$ cat src/common/lsu_pkg.sv
package lsu_pkg;

    // MIPS32 primary opcodes, instr[31:26]
    localparam logic [5:0] op_lb  = 6'b100000;
    localparam logic [5:0] op_lh  = 6'b100001;
    localparam logic [5:0] op_lwl = 6'b100010;
    localparam logic [5:0] op_lw  = 6'b100011;
    localparam logic [5:0] op_lbu = 6'b100100;
    localparam logic [5:0] op_lhu = 6'b100101;
    localparam logic [5:0] op_lwr = 6'b100110;
    localparam logic [5:0] op_sb  = 6'b101000;
    localparam logic [5:0] op_sh  = 6'b101001;
    localparam logic [5:0] op_swl = 6'b101010;
    localparam logic [5:0] op_sw  = 6'b101011;
    localparam logic [5:0] op_swr = 6'b101110;
    localparam logic [5:0] op_ll  = 6'b110000;
    localparam logic [5:0] op_sc  = 6'b111000;

    typedef enum logic [3:0] {
        mem_none, mem_lb, mem_lh, mem_lwl, mem_lw, mem_lbu, mem_lhu, mem_lwr,
        mem_sb, mem_sh, mem_swl, mem_sw, mem_swr, mem_ll, mem_sc
    } mem_op_t;

    typedef struct packed {
        logic [31:0] instr;
        logic [31:0] addr;
        logic [31:0] wdata;     // store source, old rt for lwl/lwr
        logic [4:0]  dest;
        logic        valid;
    } slot_req_t;

    typedef struct packed {
        mem_op_t     op;
        logic [31:0] addr;
        logic [31:0] wdata;     // already lane aligned
        logic [3:0]  strb;
        logic [31:0] rt_value;
        logic [4:0]  dest;
        logic        sc_fail;
        logic        sel;
    } lsu_req_t;

    typedef struct packed {
        mem_op_t     op;
        logic [1:0]  offset;
        logic [31:0] rt_value;
        logic [4:0]  dest;
        logic        sel;       // issue slot, returned with the result
    } load_ctx_t;

    typedef struct packed {
        logic [4:0]  dest;
        logic [31:0] data;
        logic        sel;
    } lsu_rsp_t;

    typedef struct packed {
        logic        sel;
        logic        is_store;
        logic [31:0] badvaddr;
    } lsu_exc_t;

    typedef struct packed {
        logic [31:0] addr;
        logic [2:0]  prot;
    } axi_aw_t;

    typedef struct packed {
        logic [31:0] data;
        logic [3:0]  strb;
    } axi_w_t;

    typedef struct packed {
        logic [31:0] addr;
        logic [2:0]  prot;
    } axi_ar_t;

    typedef struct packed {
        logic [1:0] resp;
    } axi_b_t;

    typedef struct packed {
        logic [31:0] data;
        logic [1:0]  resp;
    } axi_r_t;

endpackage

$ cat src/lsu/access_ctrl.sv
`timescale 1ns/1ps

module access_ctrl (
    input  logic               clk,
    input  logic               arst_n,
    input  lsu_pkg::slot_req_t slot0,
    input  lsu_pkg::slot_req_t slot1,
    input  logic               mem_sel,
    input  logic               req_valid,
    input  logic               fifo_full,
    output logic               req_ready,
    output logic               push,
    output lsu_pkg::lsu_req_t  push_item,
    output lsu_pkg::lsu_exc_t  exc,
    output logic               exc_valid
);
    import lsu_pkg::*;

    slot_req_t   s;
    mem_op_t     op;
    logic [1:0]  offset;
    logic        misaligned;
    logic        is_store;
    logic        mem_acc;
    logic        ready_en;
    logic        link;
    logic [3:0]  st_strb;
    logic [31:0] st_data;

    assign s       = mem_sel ? slot0 : slot1;   // 1 picks slot0
    assign offset  = s.addr[1:0];
    // no new request while an exception is being reported
    assign req_ready = ready_en & ~fifo_full & ~exc_valid;
    assign mem_acc   = req_valid & req_ready & (op != mem_none);
    assign push      = mem_acc & ~misaligned;

    always_comb begin
        op = mem_none;
        if (s.valid) begin
            case (s.instr[31:26])
                op_lb:   op = mem_lb;
                op_lh:   op = mem_lh;
                op_lwl:  op = mem_lwl;
                op_lw:   op = mem_lw;
                op_lbu:  op = mem_lbu;
                op_lhu:  op = mem_lhu;
                op_lwr:  op = mem_lwr;
                op_sb:   op = mem_sb;
                op_sh:   op = mem_sh;
                op_swl:  op = mem_swl;
                op_sw:   op = mem_sw;
                op_swr:  op = mem_swr;
                op_ll:   op = mem_ll;
                op_sc:   op = mem_sc;
                default: op = mem_none;
            endcase
        end
    end

    always_comb begin
        case (op)
            mem_lw, mem_ll, mem_sw, mem_sc: misaligned = (offset != 2'b00);
            mem_lh, mem_lhu, mem_sh:        misaligned = offset[0];
            default:                        misaligned = 1'b0;
        endcase
        is_store = op inside {mem_sb, mem_sh, mem_swl, mem_sw, mem_swr, mem_sc};
    end

    store_format u_store_format (
        .op     (op),
        .offset (offset),
        .wdata  (s.wdata),
        .strb   (st_strb),
        .data   (st_data)
    );

    always_comb begin
        push_item.op       = op;
        push_item.addr     = s.addr;
        push_item.wdata    = st_data;
        push_item.strb     = st_strb;
        push_item.rt_value = s.wdata;
        push_item.dest     = s.dest;
        push_item.sc_fail  = (op == mem_sc) & ~link;
        push_item.sel      = mem_sel;
    end

    always_ff @(posedge clk or negedge arst_n) begin
        if (!arst_n) begin
            ready_en  <= 1'b0;
            link      <= 1'b0;
            exc_valid <= 1'b0;
        end else begin
            ready_en  <= 1'b1;
            exc_valid <= mem_acc & misaligned;
            if (mem_acc && op == mem_sc)
                link <= 1'b0;                   // any sc consumes the link
            else if (mem_acc && op == mem_ll && !misaligned)
                link <= 1'b1;
        end
    end

    always_ff @(posedge clk) begin
        if (mem_acc && misaligned) begin
            exc.sel      <= mem_sel;
            exc.is_store <= is_store;
            exc.badvaddr <= s.addr;
        end
    end

endmodule

$ cat src/lsu/axi_lite_master.sv
`timescale 1ns/1ps

module axi_lite_master #(
    parameter int RD_DEPTH = 4
) (
    input  logic              clk,
    input  logic              arst_n,
    input  lsu_pkg::lsu_req_t head,
    input  logic              empty,
    input  logic              rsp_ready,
    output logic              pop,
    output lsu_pkg::lsu_rsp_t rsp,
    output logic              rsp_valid,
    output lsu_pkg::axi_aw_t  aw,
    output logic              aw_valid,
    input  logic              aw_ready,
    output lsu_pkg::axi_w_t   w,
    output logic              w_valid,
    input  logic              w_ready,
    output lsu_pkg::axi_ar_t  ar,
    output logic              ar_valid,
    input  logic              ar_ready,
    input  logic              b_valid,
    input  lsu_pkg::axi_b_t   b,
    output logic              b_ready,
    input  logic              r_valid,
    input  lsu_pkg::axi_r_t   r,
    output logic              r_ready
);
    import lsu_pkg::*;

    typedef enum logic [1:0] {st_idle, st_store_wait, st_sc_rsp} state_t;

    state_t      state;
    logic        is_load;
    logic        issue_ld;
    logic        issue_st;
    logic        issue_scf;
    logic        ctx_pop;
    logic        ctx_empty;
    logic        ctx_full;
    load_ctx_t   ctx_in;
    load_ctx_t   ctx_head;
    logic [31:0] ld_data;
    logic        sc_pend;
    logic [31:0] sc_data;
    logic [4:0]  sc_dest;
    logic        sc_sel;

    always_comb begin
        is_load = head.op inside {mem_lb, mem_lh, mem_lwl, mem_lw,
                                  mem_lbu, mem_lhu, mem_lwr, mem_ll};
        // reads stream while no write is open
        issue_ld  = (state == st_idle) & ~empty & is_load & ~ctx_full
                  & (~ar_valid | ar_ready);
        // writes and failed sc wait for all earlier reads to return
        issue_st  = (state == st_idle) & ~empty & ~is_load & ~head.sc_fail & ctx_empty;
        issue_scf = (state == st_idle) & ~empty & head.sc_fail & ctx_empty;
        pop       = issue_ld | issue_st | issue_scf;

        ctx_in.op       = head.op;
        ctx_in.offset   = head.addr[1:0];
        ctx_in.rt_value = head.rt_value;
        ctx_in.dest     = head.dest;
        ctx_in.sel      = head.sel;
    end

    sync_fifo #(
        .item_t (load_ctx_t),
        .DEPTH  (RD_DEPTH)
    ) u_ctx_fifo (
        .clk       (clk),
        .arst_n    (arst_n),
        .push      (issue_ld),
        .push_item (ctx_in),
        .pop       (ctx_pop),
        .head      (ctx_head),
        .empty     (ctx_empty),
        .full      (ctx_full)
    );

    load_align u_load_align (
        .ctx   (ctx_head),
        .rdata (r.data),
        .data  (ld_data)
    );

    always_ff @(posedge clk or negedge arst_n) begin
        if (!arst_n) begin
            state    <= st_idle;
            aw_valid <= 1'b0;
            w_valid  <= 1'b0;
            ar_valid <= 1'b0;
            sc_pend  <= 1'b0;
        end else begin
            if (issue_ld)
                ar_valid <= 1'b1;
            else if (ar_ready)
                ar_valid <= 1'b0;
            if (aw_ready)
                aw_valid <= 1'b0;
            if (w_ready)
                w_valid <= 1'b0;
            case (state)
                st_idle: begin
                    if (issue_st) begin
                        aw_valid <= 1'b1;           // aw and w go out together
                        w_valid  <= 1'b1;
                        sc_pend  <= (head.op == mem_sc);
                        state    <= st_store_wait;
                    end else if (issue_scf) begin
                        state <= st_sc_rsp;
                    end
                end
                st_store_wait: begin
                    if (b_valid && b_ready)
                        state <= sc_pend ? st_sc_rsp : st_idle;
                end
                st_sc_rsp: begin
                    if (rsp_ready)
                        state <= st_idle;
                end
                default: state <= st_idle;
            endcase
        end
    end

    always_ff @(posedge clk) begin
        if (issue_ld) begin
            ar.addr <= {head.addr[31:2], 2'b00};
            ar.prot <= 3'b000;
        end
        if (issue_st) begin
            aw.addr <= {head.addr[31:2], 2'b00};
            aw.prot <= 3'b000;
            w.data  <= head.wdata;
            w.strb  <= head.strb;
        end
        if (issue_st || issue_scf) begin
            sc_dest <= head.dest;
            sc_sel  <= head.sel;
        end
        if (issue_scf)
            sc_data <= 32'd0;
        else if (b_valid && b_ready)
            sc_data <= {31'b0, b.resp == 2'b00};    // sc succeeds on okay only
    end

    assign b_ready = (state == st_store_wait);
    assign r_ready = rsp_ready & ~ctx_empty & (state != st_sc_rsp);
    assign ctx_pop = r_valid & r_ready;

    always_comb begin
        if (state == st_sc_rsp) begin
            rsp_valid = 1'b1;
            rsp.dest  = sc_dest;
            rsp.data  = sc_data;
            rsp.sel   = sc_sel;
        end else begin
            rsp_valid = r_valid & ~ctx_empty;
            rsp.dest  = ctx_head.dest;
            rsp.data  = ld_data;
            rsp.sel   = ctx_head.sel;
        end
    end

endmodule

$ cat src/lsu/load_align.sv
`timescale 1ns/1ps

module load_align (
    input  lsu_pkg::load_ctx_t ctx,
    input  logic [31:0]        rdata,
    output logic [31:0]        data
);
    import lsu_pkg::*;

    logic [31:0] lane;
    logic [4:0]  lwl_sh;
    logic [4:0]  lwr_sh;

    always_comb begin
        lane   = rdata >> {ctx.offset, 3'b000};     // addressed byte at bit 0
        lwl_sh = {~ctx.offset, 3'b000};             // 8*(3-offset)
        lwr_sh = {ctx.offset, 3'b000};
        case (ctx.op)
            mem_lb: begin
                data = {{24{lane[7]}}, lane[7:0]};
            end
            mem_lbu: begin
                data = {24'b0, lane[7:0]};
            end
            mem_lh: begin
                data = {{16{lane[15]}}, lane[15:0]};
            end
            mem_lhu: begin
                data = {16'b0, lane[15:0]};
            end
            mem_lwl: begin
                // memory bytes 0..offset fill the top, rt keeps the rest
                data = (rdata << lwl_sh) | (ctx.rt_value & ~(32'hffff_ffff << lwl_sh));
            end
            mem_lwr: begin
                data = (rdata >> lwr_sh) | (ctx.rt_value & ~(32'hffff_ffff >> lwr_sh));
            end
            default: begin
                data = rdata;                       // lw, ll
            end
        endcase
    end

endmodule

$ cat src/lsu/store_format.sv
`timescale 1ns/1ps

module store_format (
    input  lsu_pkg::mem_op_t op,
    input  logic [1:0]       offset,
    input  logic [31:0]      wdata,
    output logic [3:0]       strb,
    output logic [31:0]      data
);
    import lsu_pkg::*;

    always_comb begin
        strb = 4'b0000;
        data = wdata;
        case (op)
            mem_sb: begin
                strb = 4'b0001 << offset;
                data = {4{wdata[7:0]}};
            end
            mem_sh: begin
                strb = offset[1] ? 4'b1100 : 4'b0011;
                data = {2{wdata[15:0]}};
            end
            mem_sw, mem_sc: begin
                strb = 4'b1111;
            end
            mem_swl: begin
                // top bytes of rt go to the low lanes
                strb = 4'b1111 >> (2'd3 - offset);
                data = wdata >> {2'd3 - offset, 3'b000};
            end
            mem_swr: begin
                strb = 4'b1111 << offset;       // low bytes up to lane 3
                data = wdata << {offset, 3'b000};
            end
            default: begin
                strb = 4'b0000;
            end
        endcase
    end

endmodule

$ cat src/lsu_top.sv
`timescale 1ns/1ps

module lsu_top #(
    parameter int REQ_DEPTH = 4,
    parameter int RD_DEPTH  = 4
) (
    input  logic                clk,
    input  logic                arst_n,
    input  lsu_pkg::slot_req_t  slot0,
    input  lsu_pkg::slot_req_t  slot1,
    input  logic                mem_sel,
    input  logic                req_valid,
    output logic                req_ready,
    output lsu_pkg::lsu_rsp_t   rsp,
    output logic                rsp_valid,
    input  logic                rsp_ready,
    output lsu_pkg::lsu_exc_t   exc,
    output logic                exc_valid,
    output lsu_pkg::axi_aw_t    aw,
    output logic                aw_valid,
    input  logic                aw_ready,
    output lsu_pkg::axi_w_t     w,
    output logic                w_valid,
    input  logic                w_ready,
    output lsu_pkg::axi_ar_t    ar,
    output logic                ar_valid,
    input  logic                ar_ready,
    input  logic                b_valid,
    input  lsu_pkg::axi_b_t     b,
    output logic                b_ready,
    input  logic                r_valid,
    input  lsu_pkg::axi_r_t     r,
    output logic                r_ready
);
    import lsu_pkg::*;

    logic     push;
    logic     pop;
    logic     fifo_full;
    logic     fifo_empty;
    lsu_req_t push_item;
    lsu_req_t head;

    access_ctrl u_access_ctrl (
        .clk       (clk),
        .arst_n    (arst_n),
        .slot0     (slot0),
        .slot1     (slot1),
        .mem_sel   (mem_sel),
        .req_valid (req_valid),
        .fifo_full (fifo_full),
        .req_ready (req_ready),
        .push      (push),
        .push_item (push_item),
        .exc       (exc),
        .exc_valid (exc_valid)
    );

    sync_fifo #(
        .item_t (lsu_req_t),
        .DEPTH  (REQ_DEPTH)
    ) u_req_fifo (
        .clk       (clk),
        .arst_n    (arst_n),
        .push      (push),
        .push_item (push_item),
        .pop       (pop),
        .head      (head),
        .empty     (fifo_empty),
        .full      (fifo_full)
    );

    axi_lite_master #(
        .RD_DEPTH (RD_DEPTH)
    ) u_axi_master (
        .clk       (clk),
        .arst_n    (arst_n),
        .head      (head),
        .empty     (fifo_empty),
        .rsp_ready (rsp_ready),
        .pop       (pop),
        .rsp       (rsp),
        .rsp_valid (rsp_valid),
        .aw        (aw),
        .aw_valid  (aw_valid),
        .aw_ready  (aw_ready),
        .w         (w),
        .w_valid   (w_valid),
        .w_ready   (w_ready),
        .ar        (ar),
        .ar_valid  (ar_valid),
        .ar_ready  (ar_ready),
        .b_valid   (b_valid),
        .b         (b),
        .b_ready   (b_ready),
        .r_valid   (r_valid),
        .r         (r),
        .r_ready   (r_ready)
    );

endmodule

$ cat src/sync_fifo.sv
`timescale 1ns/1ps

module sync_fifo #(
    parameter type item_t = logic [31:0],
    parameter int  DEPTH  = 4
) (
    input  logic  clk,
    input  logic  arst_n,
    input  logic  push,
    input  item_t push_item,
    input  logic  pop,
    output item_t head,
    output logic  empty,
    output logic  full
);
    localparam int PW = (DEPTH > 1) ? $clog2(DEPTH) : 1;
    localparam int CW = $clog2(DEPTH + 1);

    item_t         mem [DEPTH];
    logic [PW-1:0] wr_ptr;
    logic [PW-1:0] rd_ptr;
    logic [CW-1:0] count;
    logic          do_push;
    logic          do_pop;

    assign do_push = push & ~full;
    assign do_pop  = pop & ~empty;
    assign empty   = (count == '0);
    assign full    = (count == CW'(DEPTH));
    assign head    = mem[rd_ptr];

    always_ff @(posedge clk or negedge arst_n) begin
        if (!arst_n) begin
            wr_ptr <= '0;
            rd_ptr <= '0;
            count  <= '0;
        end else begin
            if (do_push)
                wr_ptr <= (wr_ptr == PW'(DEPTH - 1)) ? '0 : wr_ptr + 1'b1;
            if (do_pop)
                rd_ptr <= (rd_ptr == PW'(DEPTH - 1)) ? '0 : rd_ptr + 1'b1;
            count <= count + CW'(do_push) - CW'(do_pop);
        end
    end

    always_ff @(posedge clk) begin
        if (do_push)
            mem[wr_ptr] <= push_item;
    end

endmodule

$ cat config.mk
export PLATFORM = sky130hd
export DESIGN_NAME = lsu_top
export DESIGN_NICKNAME = d
export VERILOG_FILES = /design/src/common/lsu_pkg.sv /design/src/lsu/access_ctrl.sv /design/src/lsu/axi_lite_master.sv /design/src/lsu/load_align.sv /design/src/lsu/store_format.sv /design/src/lsu_top.sv /design/src/sync_fifo.sv
export SDC_FILE = /design/constraint.sdc
export NUM_CORES = 1
export LEC_CHECK = 0
export ABC_AREA = 1
export BUFFER_PORTS_ARGS = -buffer_cell sky130_fd_sc_hd__buf_2
export CELL_PAD_IN_SITES_DETAIL_PLACEMENT = 1
export CELL_PAD_IN_SITES_GLOBAL_PLACEMENT = 1
export CORE_MARGIN = 8
export CORE_UTILIZATION = 42
export CTS_CLUSTER_DIAMETER = 150
export DETAILED_ROUTE_END_ITERATION = 16
export HOLD_SLACK_MARGIN = 0.03
export PLACE_DENSITY_LB_ADDON = 0.1
export SYNTH_ARGS = -nofsm -noshare
export SYNTH_HDL_FRONTEND = slang
export SYNTH_HIERARCHICAL = 1
export SYNTH_SLANG_ARGS = --single-unit
export TNS_END_PERCENT = 50
$ cat constraint.sdc
create_clock -name clk -period 6.9 [get_ports clk]
set_input_delay 0.69 -clock clk [delete_from_list [all_inputs] [get_ports clk]]
set_output_delay 0.69 -clock clk [all_outputs]
set_load 0.01 [all_outputs]
# Word-level counts from Yosys, hierarchy flattened
# Memory sizes are Yosys's and may differ from the RTL's.
# Cells that the tools add are included.
[classes]
n_eq_ne = 37
reduce_logical = 22
n_bitwise = 44
shift = 9
addsub = 9
muxes = 33
[ops]
columns = ["cell", "count"]
rows = [
  ["one-hot mux 32 bit (6 select lines)", 1],
  ["one-hot mux 32 bit (4 select lines)", 1],
  ["two-way mux 102 bit", 1],
  ["AND 32 bit", 2],
  ["NOT 32 bit", 2],
  ["bitwise OR 32 bit", 2],
  ["left shift 32 x 5 -> 32 bit", 2],
  ["right shift 32 x 5 -> 32 bit", 2],
  ["two-way mux 38 bit", 1],
  ["equality test 4 x 3 -> 1 bit (second input constant)", 9],
  ["equality test 4 bit (second input constant)", 9],
  ["left shift 32 x 5 -> 32 bit (first input constant)", 1],
  ["right shift 32 x 5 -> 32 bit (first input constant)", 1],
  ["AND 1 bit", 24],
  ["equality test 4 x 2 -> 1 bit (second input constant)", 5],
  ["one-hot mux 4 bit (5 select lines)", 1],
  ["two-way mux 2 bit", 9],
  ["two-way mux 1 bit", 15],
  ["equality test 2 bit (second input constant)", 5],
  ["NOT 1 bit", 10],
  ["adder 2 x 1 -> 2 bit (second input constant)", 4],
  ["equality test 4 x 1 -> 1 bit (second input constant)", 2],
  ["two-way mux 4 bit", 2],
  ["nonzero test 8 bit", 1],
  ["27 further kinds", 42],
]
[totals]
output_inout_bits = 186
memories = 3
mem_bits_ro = 256
input_bits = 250
ram_bits = 620
ff_bits = 160
word_cells = 181
[mem_list]
columns = ["memory", "depth", "width", "rd", "rd_ports_with_merged_regs", "wr", "line_no", "source"]
rows = [
  ["u_req_fifo.mem", 4, 111, 1, 0, 1, "sync_fifo.sv:19", "item_t mem [DEPTH];"],
  ["(name not given)", 64, 4, 1, 0, 0, "access_ctrl.sv:40", "case (s.instr[31:26])"],
  ["u_axi_master.u_ctx_fifo.mem", 4, 44, 1, 0, 1, "sync_fifo.sv:19", ""],
]

# Logic depth before layout (Yosys ltp)
# Gate-level depths: netlist (run 1).
# An unclocked memory read counts as a cell.
[logic_depth]
ltp_word = 11
ltp_mapped = 26
ltp_nobuf = 24

# By module
# The synthesis (run 1) kept the hierarchy.
[by_module_without_submodules]
columns = ["mod", "cells_per_inst", "seq_area_each_um2", "instances", "area_per_inst_um2"]
rows = [
  ["sync_fifo at u_req_fifo", 1354, 13508.0, 1, 18213.7],
  ["sync_fifo at u_axi_master.u_ctx_fifo", 571, 5460.2, 1, 7574.8],
  ["axi_lite_master", 265, 3233.1, 1, 3946.3],
  ["access_ctrl", 379, 1096.1, 1, 2563.7],
  ["load_align", 439, 0.0, 1, 1971.9],
  ["store_format", 397, 0.0, 1, 1853.0],
]

# Worst setup path before layout (run 1)
# OpenSTA, ideal clock, no wires.
[synth_path]
path_type = "input to register"
start = "input mem_sel"
end = "memory u_req_fifo/mem[0][0] (netlist bit), enable pin"
required_time_ns = 6.317
stages = 20
setup_ns = 0.583
path_slack_ns = -0.801
n_path_buf = 2
arrival_time_ns = 7.118
cell_sequence = "buf_6 > inv_4 > buf_6 > nand2_1 > nand2_2 > inv_1 > ha_1 > inv_1 > nand2_1 > a21oi_2 > nor2_4 > nand2_2 > nor2_1 > nor2_1 > nand2_1 > nand2_2 > nand2_1 > nor2_1 > nand2_1 > nor2_1"
[synth_rtl]
columns = ["element", "line_no", "source"]
rows = [
  ["start, declared", "lsu_top.sv:11", "input logic mem_sel,"],
  ["end, declared", "sync_fifo.sv:19", ""],
]

==> results of run 1 <==
## per-layer routing
layer,vias to the layer above,share of wire
met4,0,0.024
met1,12700,0.41
met2,533,0.52
met3,133,0.045
met5,-,0
li1,12100,-
## cells by family after synthesis
family | share of synthesized area
adders and majority gates | 0.00734
AOI/OAI and AO/OA | 0.0826
buffers and inverters | 0.0879
DFF | 0.645
and+or+nand+nor | 0.177
muxes | 0.000277
other | 0.000208
## report_power, final
group          leakage, nW  internal, mW  switching (mW)
sequential            7.15          6.19           0.369
combinational         8.61          1.57            3.99
clock                 1.27          2.45            1.84
total                 17.0          10.2            6.20
## through the flow
step	instances	total power, mW	hold WS [ps]	setup TNS (ps)	instance area, um^2
global placement	4782	12.0	468	0	38500
floorplan	3414	10.6	394	-355570	36200
finish	4927	16.4	68.8	0	41100
detailed placement	4782	12.3	474	0	38500
CTS	4927	16.6	55.0	0	41100
global route	4927	17.4	97.8	0	41100
## flip-flops by register name (all words and copies together) (netlist names), 2 cells and up
signal / cells
u_access_ctrl/exc: 34
u_axi_master/ar: 30
u_axi_master/aw: 30
u_axi_master/sc_dest: 5
u_axi_master/state: 2
u_axi_master/u_ctx_fifo/count: 3
u_axi_master/u_ctx_fifo/mem: 176
u_axi_master/u_ctx_fifo/rd_ptr: 2
u_axi_master/u_ctx_fifo/wr_ptr: 2
u_axi_master/w: 36
u_req_fifo/count: 3
u_req_fifo/mem: 444
u_req_fifo/rd_ptr: 2
u_req_fifo/wr_ptr: 2
## worst max-delay path, stage by stage, from the launching register on
cell	delay (ps)
dfrtp_4	1000
buf_4	860
o211ai_1	200
nand2_1	130
inv_1	80
nand2_1	120
nor2_1	60
nand3_1	690
nand2_1	100
inv_1	210
nand3_1	170
inv_1	80
nor2_1	40
buf_2	160
## layout by cell type, fill, tap and decap left out, types with 2 or more instances in the layout
master	n
nand2_1	1077
edfxtp_1	756
inv_1	453
buf_2	370
o211ai_1	314
nand3_1	239
nor2_1	140
clkbuf_16	82
o21ai_0	37
buf_4	35
nand4_1	31
dfrtp_1	20
clkinv_1	18
nor2_4	18
ha_1	18
o211ai_2	18
nand2_2	16
clkinv_2	13
inv_2	12
o21ai_1	11
conb_1	11
clkbuf_1	10
o21a_1	8
clkinvlp_4	7
nor2_2	7
buf_12	7
bufinv_16	6
nand2_4	5
o21ai_2	4
a21oi_1	4
clkinv_8	3
inv_16	3
nor3_1	3
dfrtp_4	3
clkbuf_8	2
inv_4	2
nand3_2	2
nand3b_1	2
fa_1	2
## cells in the mapped netlist (31+ instances only)
| library cell | instances | area share |
|---|---|---|
| o211ai_1 | 314 | 0.065 |
| edfxtp_1 | 756 | 0.63 |
| clkbuf_1 | 33 | 0.0034 |
| nand2_1 | 1077 | 0.11 |
| inv_1 | 453 | 0.047 |
| nor2_1 | 148 | 0.015 |
| o21ai_0 | 37 | 0.0051 |
| nand3_1 | 239 | 0.033 |
| buf_2 | 41 | 0.0057 |
| nand4_1 | 31 | 0.0054 |
| buf_6 | 63 | 0.020 |
| buf_4 | 44 | 0.0091 |
## worst min path at each step
stage                                  startpoint                      end  slack [ps]  cells after the start
final                                      arst_n    u_axi_master/aw_valid          70                      1
after detailed placement  u_axi_master/sc_data[0]  u_axi_master/sc_data[0]         470                      2
after CTS                                  arst_n    u_axi_master/ar_valid          60                      1
after global routing                       arst_n    u_axi_master/aw_valid         100                      1
after floorplan                            arst_n  u_access_ctrl/exc_valid         390                      0
after global placement    u_axi_master/sc_data[0]  u_axi_master/sc_data[0]         470                      2
## final cells by class
type	instances	area share
clock buffers	94	0.0515
clock inverters	51	0.0124
inverters	468	0.0428
multi-input cells	1978	0.237
flip-flops and latches	780	0.567
well taps	1144	0.0348
repair buffers	412	0.0548
==> results.json, run 1 <==
{
  "antenna_found_initial": 0,
  "regArea_um2": 23300,
  "fin_crit_sh": 0.769,
  "ys_ff_latch": 780,
  "syn_area_um2": 36100,
  "crit_required_ps": 6210,
  "setup_slack_ps": 1590,
  "r2r-start": "u_req_fifo/rd_ptr[1]",
  "post_cts_resized": 0,
  "vias": 25500,
  "p_leak_nw": 17.0,
  "rsz0062_at_grt": "false",
  "post-place-ws_ps": 1720,
  "core-area_um2": 85100,
  "skew_ps": 29.5,
  "path_clk_slew_ps": 60,
  "rows": 107,
  "ioPinCount": 436,
  "worstHoldPathType": "in2async",
  "synth.avg_cell_area_um2": 10.6,
  "drt_iter0_drc": 1364,
  "multi_input_area_um2": 9760,
  "seq_area_frac_synth": 0.645,
  "detail-route-antenna-nets": 0,
  "routed_wl_um": 104000,
  "wl_per_cell_um": 21.0,
  "dp_hpwl_um": 70100,
  "status": "finished, final reports clean",
  "area_growth_pct": 13.9,
  "synthCells": 3405,
  "final_hold_viol_count": 0,
  "fillers": 9462,
  "die_x_um": 309,
  "die_y_um": 309,
  "use_met1": 0.255,
  "start_util": 0.424,
  "root_buffer": "clkbuf_16",
  "dr.pass1.iters": 5,
  "cp-endpoint": "rsp[20]",
  "cp.arrival_ps": 4620,
  "top_usage_layer": "met2",
  "ctsHoldBuffers": 0,
  "synth_edf_count": 756,
  "drive_above_1_share": 0.165,
  "cts_tree": "yes",
  "fmax_mhz": 188,
  "via_per_inst": 5.17,
  "synth.distinct_cells": 44,
  "cts_setup_buffers": 0,
  "grt_overflow": 0,
  "tightest_slew_ps": 1300,
  "power_density_nw_per_um2": 399,
  "clock_latency_ps": 640,
  "grt_pass1_vias": 27300,
  "cts_htree_levels": 3,
  "grt_max_degree": 117,
  "slew_viol_final": 0,
  "place_congestion": 0.843,
  "crit_path_end_kind": "primary output",
  "final_nets": 3991,
  "ir_drop_v": 0.000265,
  "crit_type": "reg2out",
  "yosys_most_used_dff": "edfxtp_1",
  "async_reset_ff_frac": 0.0295,
  "grtUsageMet2": 0.388,
  "die_area_um2": 95600,
  "grtUsageTotal": 0.212,
  "finalCriticalPeriod_ps": 5310,
  "n_antenna_cell": 0,
  "final_util": 0.483,
  "grt_pass1_wl_um": 158000,
  "rr_endpoint": "u_req_fifo/count[2]",
  "relSlewSlack": 0.126,
  "portBuffers": 371,
  "rr_worst_depth": 19,
  "clock-sinks": 780,
  "finalSetupViolations": 0,
  "cts_buffers": 81,
  "synth_warnings": 6,
  "grt_use_met3": 0.0334,
  "critPathLaunchType": "flip-flop",
  "critPathMaxFanout": 97,
  "clk_path_buf_depth": 3,
  "drcViolationCount": 0,
  "crit_path_start": "u_axi_master/u_ctx_fifo/rd_ptr[0]",
  "cap_violations": 0,
  "rrSetupSlack_ps": 2280
}
Note: power is estimated with default switching activity, not from simulation.
==> run 2: changes to the inputs <==
--- a/config.mk
+++ b/config.mk
@@ -10,7 +10,7 @@
 export CELL_PAD_IN_SITES_DETAIL_PLACEMENT = 1
 export CELL_PAD_IN_SITES_GLOBAL_PLACEMENT = 1
 export CORE_MARGIN = 8
-export CORE_UTILIZATION = 42
+export CORE_UTILIZATION = 46
 export CTS_CLUSTER_DIAMETER = 150
 export DETAILED_ROUTE_END_ITERATION = 16
 export HOLD_SLACK_MARGIN = 0.03
==> constraint.sdc (replaced) <==
create_clock -name clk -period 5.3 [get_ports clk]
set_input_delay 0.53 -clock clk [delete_from_list [all_inputs] [get_ports clk]]
set_output_delay 0.53 -clock clk [all_outputs]
set_load 0.01 [all_outputs]
==> results.json, run 2 (synthesis results as in run 1) <==
{
  "ioPinCount": 436,
  "drive_above_1_share": 0.165,
  "critPathLaunchType": "flip-flop",
  "fmax_mhz": 215,
  "root_buffer": "clkbuf_16",
  "final_nets": 3995,
  "grt_pass1_vias": 28000,
  "top_register": "u_req_fifo/mem",
  "crit_required_ps": 4770,
  "portBuffers": 371,
  "rsz0062_at_grt": "false",
  "drcViolationCount": 0,
  "die_y_um": 296,
  "routed_wl_um": 104000,
  "final_hold_viol_count": 0,
  "worstHoldPathType": "in2reg",
  "die_x_um": 296,
  "slew_viol_final": 0,
  "fin_crit_sh": 0.879,
  "die_area_um2": 87800,
  "layout.cells.most_common_list": "1077 x nand2_1, 756 x edfxtp_1, 453 x inv_1, 370 x buf_2, 314 x o211ai_1",
  "fillers": 8510,
  "critPathMaxFanout": 80,
  "p_leak_nw": 17.1,
  "top_regs": "u_req_fifo/mem x444, u_axi_master/u_ctx_fifo/mem x176, u_axi_master/w x36",
  "cp.arrival_ps": 4130,
  "grtUsageTotal": 0.234,
  "core-area_um2": 77600,
  "drt_iter0_drc": 1437,
  "cap_violations": 0,
  "whs_ps": 67.2,
  "final_common_cell": "nand2_1",
  "vias": 25800,
  "path_clk_slew_ps": 60,
  "final_util": 0.531,
  "tightest_slew_ps": 1320,
  "cts_htree_levels": 3,
  "place_congestion": 0.865,
  "skew_ps": 31.7,
  "cts_tree": "yes",
  "crit_path_end_kind": "primary output",
  "dr.pass1.iters": 5,
  "clock_latency_ps": 640,
  "via_per_inst": 5.33,
  "relSlewSlack": 0.112,
  "antenna_found_initial": 1,
  "wl_per_cell_um": 21.5,
  "cts_buffers": 82,
  "power_density_nw_per_um2": 526,
  "start_util": 0.466,
  "finalSetupViolations": 0,
  "grt_overflow": 0,
  "final_cell_count_no_fill": 4834,
  "crit_type": "reg2out",
  "largest_reg_flops": 444,
  "ir_drop_v": 0.000317,
  "grt_pass1_wl_um": 159000,
  "fin_setup_tns_ps": 0,
  "finalCriticalPeriod_ps": 4660,
  "clock-sinks": 780,
  "clk_path_buf_depth": 3,
  "status": "finished, final reports clean",
  "dp_cells": 4680,
  "detail-route-antenna-nets": 0,
  "post_cts_resized": 0,
  "rows": 102,
  "area_growth_pct": 14.1,
  "dp_hpwl_um": 70500,
  "grt_max_degree": 122
}
run 2: path summary, 6_finish.rpt:
kind / depth (start not counted) / start / slack [ps] / to
setup / recovery: 14 / u_axi_master/u_ctx_fifo/rd_ptr[0] / 640 / rsp[18]
hold / removal: 2 / w_ready / 70 / u_axi_master/w_valid
setup reg to reg: 13 / u_req_fifo/rd_ptr[0] / 1170 / u_axi_master/u_ctx_fifo/mem[3][26]
hold reg to reg: 2 / u_axi_master/sc_data[0] / 480 / u_axi_master/sc_data[0]
max in group asynchronous: 2 / arst_n / 4440 / u_req_fifo/rd_ptr[1]
min in group asynchronous: 2 / arst_n / 420 / u_axi_master/aw_valid
run 2: metrics by stage:
step | power [mW] | setup slack (ps) | instance area (um^2)
final | 21.7 | 640 | 41200
after global routing | 23.0 | 247 | 41200
after CTS | 22.0 | 520 | 41200
after detailed placement | 16.0 | 624 | 38400
after global placement | 15.7 | 730 | 38400
after floorplan | 13.8 | -415 | 36200
run 2: worst max-delay path, cell delays in order (launching register included):
cell and delay (ps):
dfrtp_4 970, o211ai_1 200, nand2_1 440, inv_1 80, buf_4 260, nand2_1 130, nand3_1 130, nand3_1 140
buf_4 280, nand2_1 80, inv_1 240, nand3_1 170, inv_1 80, nor2_1 40, buf_2 180
run 2: cell type report:
class                      count  area [um^2]  area share
antenna                        1         2.50   0.0000607
clock buffer                  99         2170      0.0526
clock inverter                53          609      0.0148
inverter                     468         1760      0.0427
multi-input combinational   1978         9760       0.237
sequential                   780        23300       0.565
tap                         1040         1300      0.0316
timing repair buffer         415         2320      0.0562
run 2: repair_timing:
action | in CTS | in global routing
hold buffers | 1 | 0
hold endpoints to repair | 23 | 0
setup endpoints to repair | 0 | 0
buffers inserted | 0 | 0
run 2: report_power, final:
part | internal, mW | switching, mW
sequential | 8.06 | 0.449
combinational | 2.05 | 5.28
clock | 3.48 | 2.39
total | 13.6 | 8.11
run 2: per-layer routing:
metal	up-vias	wire, um	global-route usage
met1	12900	42000	0.278
met3	170	4740	0.0349
met4	0	3310	0.0834
li1	12100	-	-
met5	-	0	0
met2	624	54100	0.428
==> run 3: changes to the inputs <==
==> constraint.sdc (replaced) <==
create_clock -name clk -period 5.3 [get_ports clk]
set_input_delay 0.53 -clock clk [delete_from_list [all_inputs] [get_ports clk]]
set_output_delay 0.53 -clock clk [all_outputs]
set_load 0.005 [all_outputs]
==> results.json, run 3 (synthesis results as in run 1) <==
{
  "grt_pass1_wl_um": 159000,
  "power_frac_seq": 0.402,
  "fin_crit_sh": 0.888,
  "dr.pass1.iters": 5,
  "path_clk_slew_ps": 60,
  "start_util": 0.466,
  "cts_tree": "yes",
  "power_switching_mw": 7.95,
  "cts_htree_levels": 3,
  "hold_path_depth": 2,
  "final_util": 0.530,
  "cts_setup_buffers": 0,
  "detail-route-antenna-nets": 0,
  "die_area_um2": 87800,
  "post_cts_resized": 0,
  "finalCriticalPeriod_ps": 4700,
  "routed_wl_um": 104000,
  "drt_iter0_drc": 1471,
  "final_cell_count_no_fill": 4834,
  "p_int_mw": 13.2,
  "via_per_inst": 5.32,
  "final_nets": 3999,
  "pwr-share-clk": 0.260,
  "p_leak_nw": 17.1,
  "root_buffer": "clkbuf_16",
  "tightest_slew_ps": 1310,
  "top_regs": "u_req_fifo/mem x444, u_axi_master/u_ctx_fifo/mem x176, u_axi_master/w x36",
  "place_congestion": 0.856,
  "cts_buffers": 81,
  "fin_setup_tns_ps": 0,
  "clk_path_buf_depth": 3,
  "core-area_um2": 77600,
  "relSlewSlack": 0.121,
  "layout.cells.most_common_list": "1077 x nand2_1, 756 x edfxtp_1, 453 x inv_1, 370 x buf_2, 314 x o211ai_1",
  "grt_overflow": 0,
  "power_density_nw_per_um2": 515,
  "area_growth_pct": 13.7,
  "crit_type": "reg2out",
  "critPathLaunchType": "flip-flop",
  "status": "finished, final reports clean",
  "crit_required_ps": 4770,
  "final_hold_viol_count": 0,
  "switching_share": 0.376,
  "drive_above_1_share": 0.164,
  "fmax_mhz": 213,
  "grtUsageTotal": 0.233,
  "largest_reg_flops": 444,
  "portBuffers": 371,
  "ir_drop_v": 0.000370,
  "die_x_um": 296,
  "critPathMaxFanout": 80,
  "top_register": "u_req_fifo/mem",
  "grt_pass1_vias": 27900,
  "p_comb_frac": 0.338,
  "wl_per_cell_um": 21.5,
  "skew_ps": 32.1,
  "clock-sinks": 780,
  "dp_hpwl_um": 70500,
  "dp_cells": 4685,
  "rr_worst_depth": 19,
  "clock_latency_ps": 640,
  "drcViolationCount": 0,
  "slew_viol_final": 0,
  "antenna_found_initial": 1,
  "vias": 25700,
  "die_y_um": 296,
  "whs_ps": 71.7,
  "finalSetupViolations": 0,
  "rsz0062_at_grt": "false",
  "final_common_cell": "nand2_1",
  "rows": 102,
  "power_mw": 21.2,
  "grt_max_degree": 125,
  "crit_path_end_kind": "primary output",
  "worstHoldPathType": "in2reg",
  "cap_violations": 0,
  "cp.arrival_ps": 4170,
  "ioPinCount": 436
}
## run 3: cell types whose count changed in the layout (fill, tap and decap cells not counted), moves of 2 or more
cell	previous run	this run
clkbuf_16	83	81
bufinv_16	11	5
buf_4	34	37
clkinv_2	10	15
clkbuf_8	3	0
clkinv_16	1	3
clkinv_1	22	25
buf_12	10	12
## run 3: worst max-delay path, cell delays in order, from the launching register on
cell and delay, ps:
dfrtp_4 960, nand2_1 160, o211ai_1 120, nand2_1 440
buf_4 410, nand2_1 120, nand3_1 140, nand3_1 120
buf_4 270, nand2_1 80, inv_1 250, nand3_1 130
inv_1 90, nor2_1 50, buf_2 140
## run 3: worst paths after layout
check	slack [ps]	to	startpoint
hold / removal	70	u_axi_master/aw_valid	aw_ready
max in group asynchronous	4440	u_axi_master/u_ctx_fifo/rd_ptr[0]	arst_n
setup / recovery	600	rsp[18]	u_axi_master/u_ctx_fifo/rd_ptr[0]
setup reg to reg	1240	u_req_fifo/count[2]	u_req_fifo/rd_ptr[1]
hold reg to reg	480	u_axi_master/sc_data[0]	u_axi_master/sc_data[0]
min in group asynchronous	420	u_access_ctrl/ready_en	arst_n
## run 3: stage by stage
stage	cell area (um^2)	setup slack (ps)
after global placement	38500	763
after global routing	41100	246
final	41100	595
after floorplan	36200	-415
after CTS	41100	527
after detailed placement	38500	606
## run 3: final cells by class
cell class,count,area [um^2]
Multi-Input combinational cell,1978,9760
Antenna cell,1,2.50
Clock buffer,93,2070
Fill cell,8500,36500
Sequential cell,780,23300
Tap cell,1040,1300
Inverter,468,1760
Timing Repair Buffer,420,2380
Clock inverter,54,504
## run 3: what timing repair did
item / 4_1_cts / 5_1_grt
endpoints found under the hold margin: 23 / 0
hold buffers: 1 / 0
endpoints found under the setup margin: 0 / 0
## run 3: layer usage
layer,share of wire,track usage
met1,0.41,0.279
met3,0.046,0.0359
met5,0,0
met2,0.52,0.428
met4,0.028,0.0759
## run 3: power groups by stage
stage	sequential, mW	combinational (mW)	clock (mW)
2_1_floorplan	8.40	5.24	0
3_3_place_gp	8.57	6.91	0
3_5_place_dp	8.63	7.22	0
4_1_cts	8.51	7.28	5.64
5_1_grt	8.58	8.00	5.85
6_report	8.50	7.15	5.51
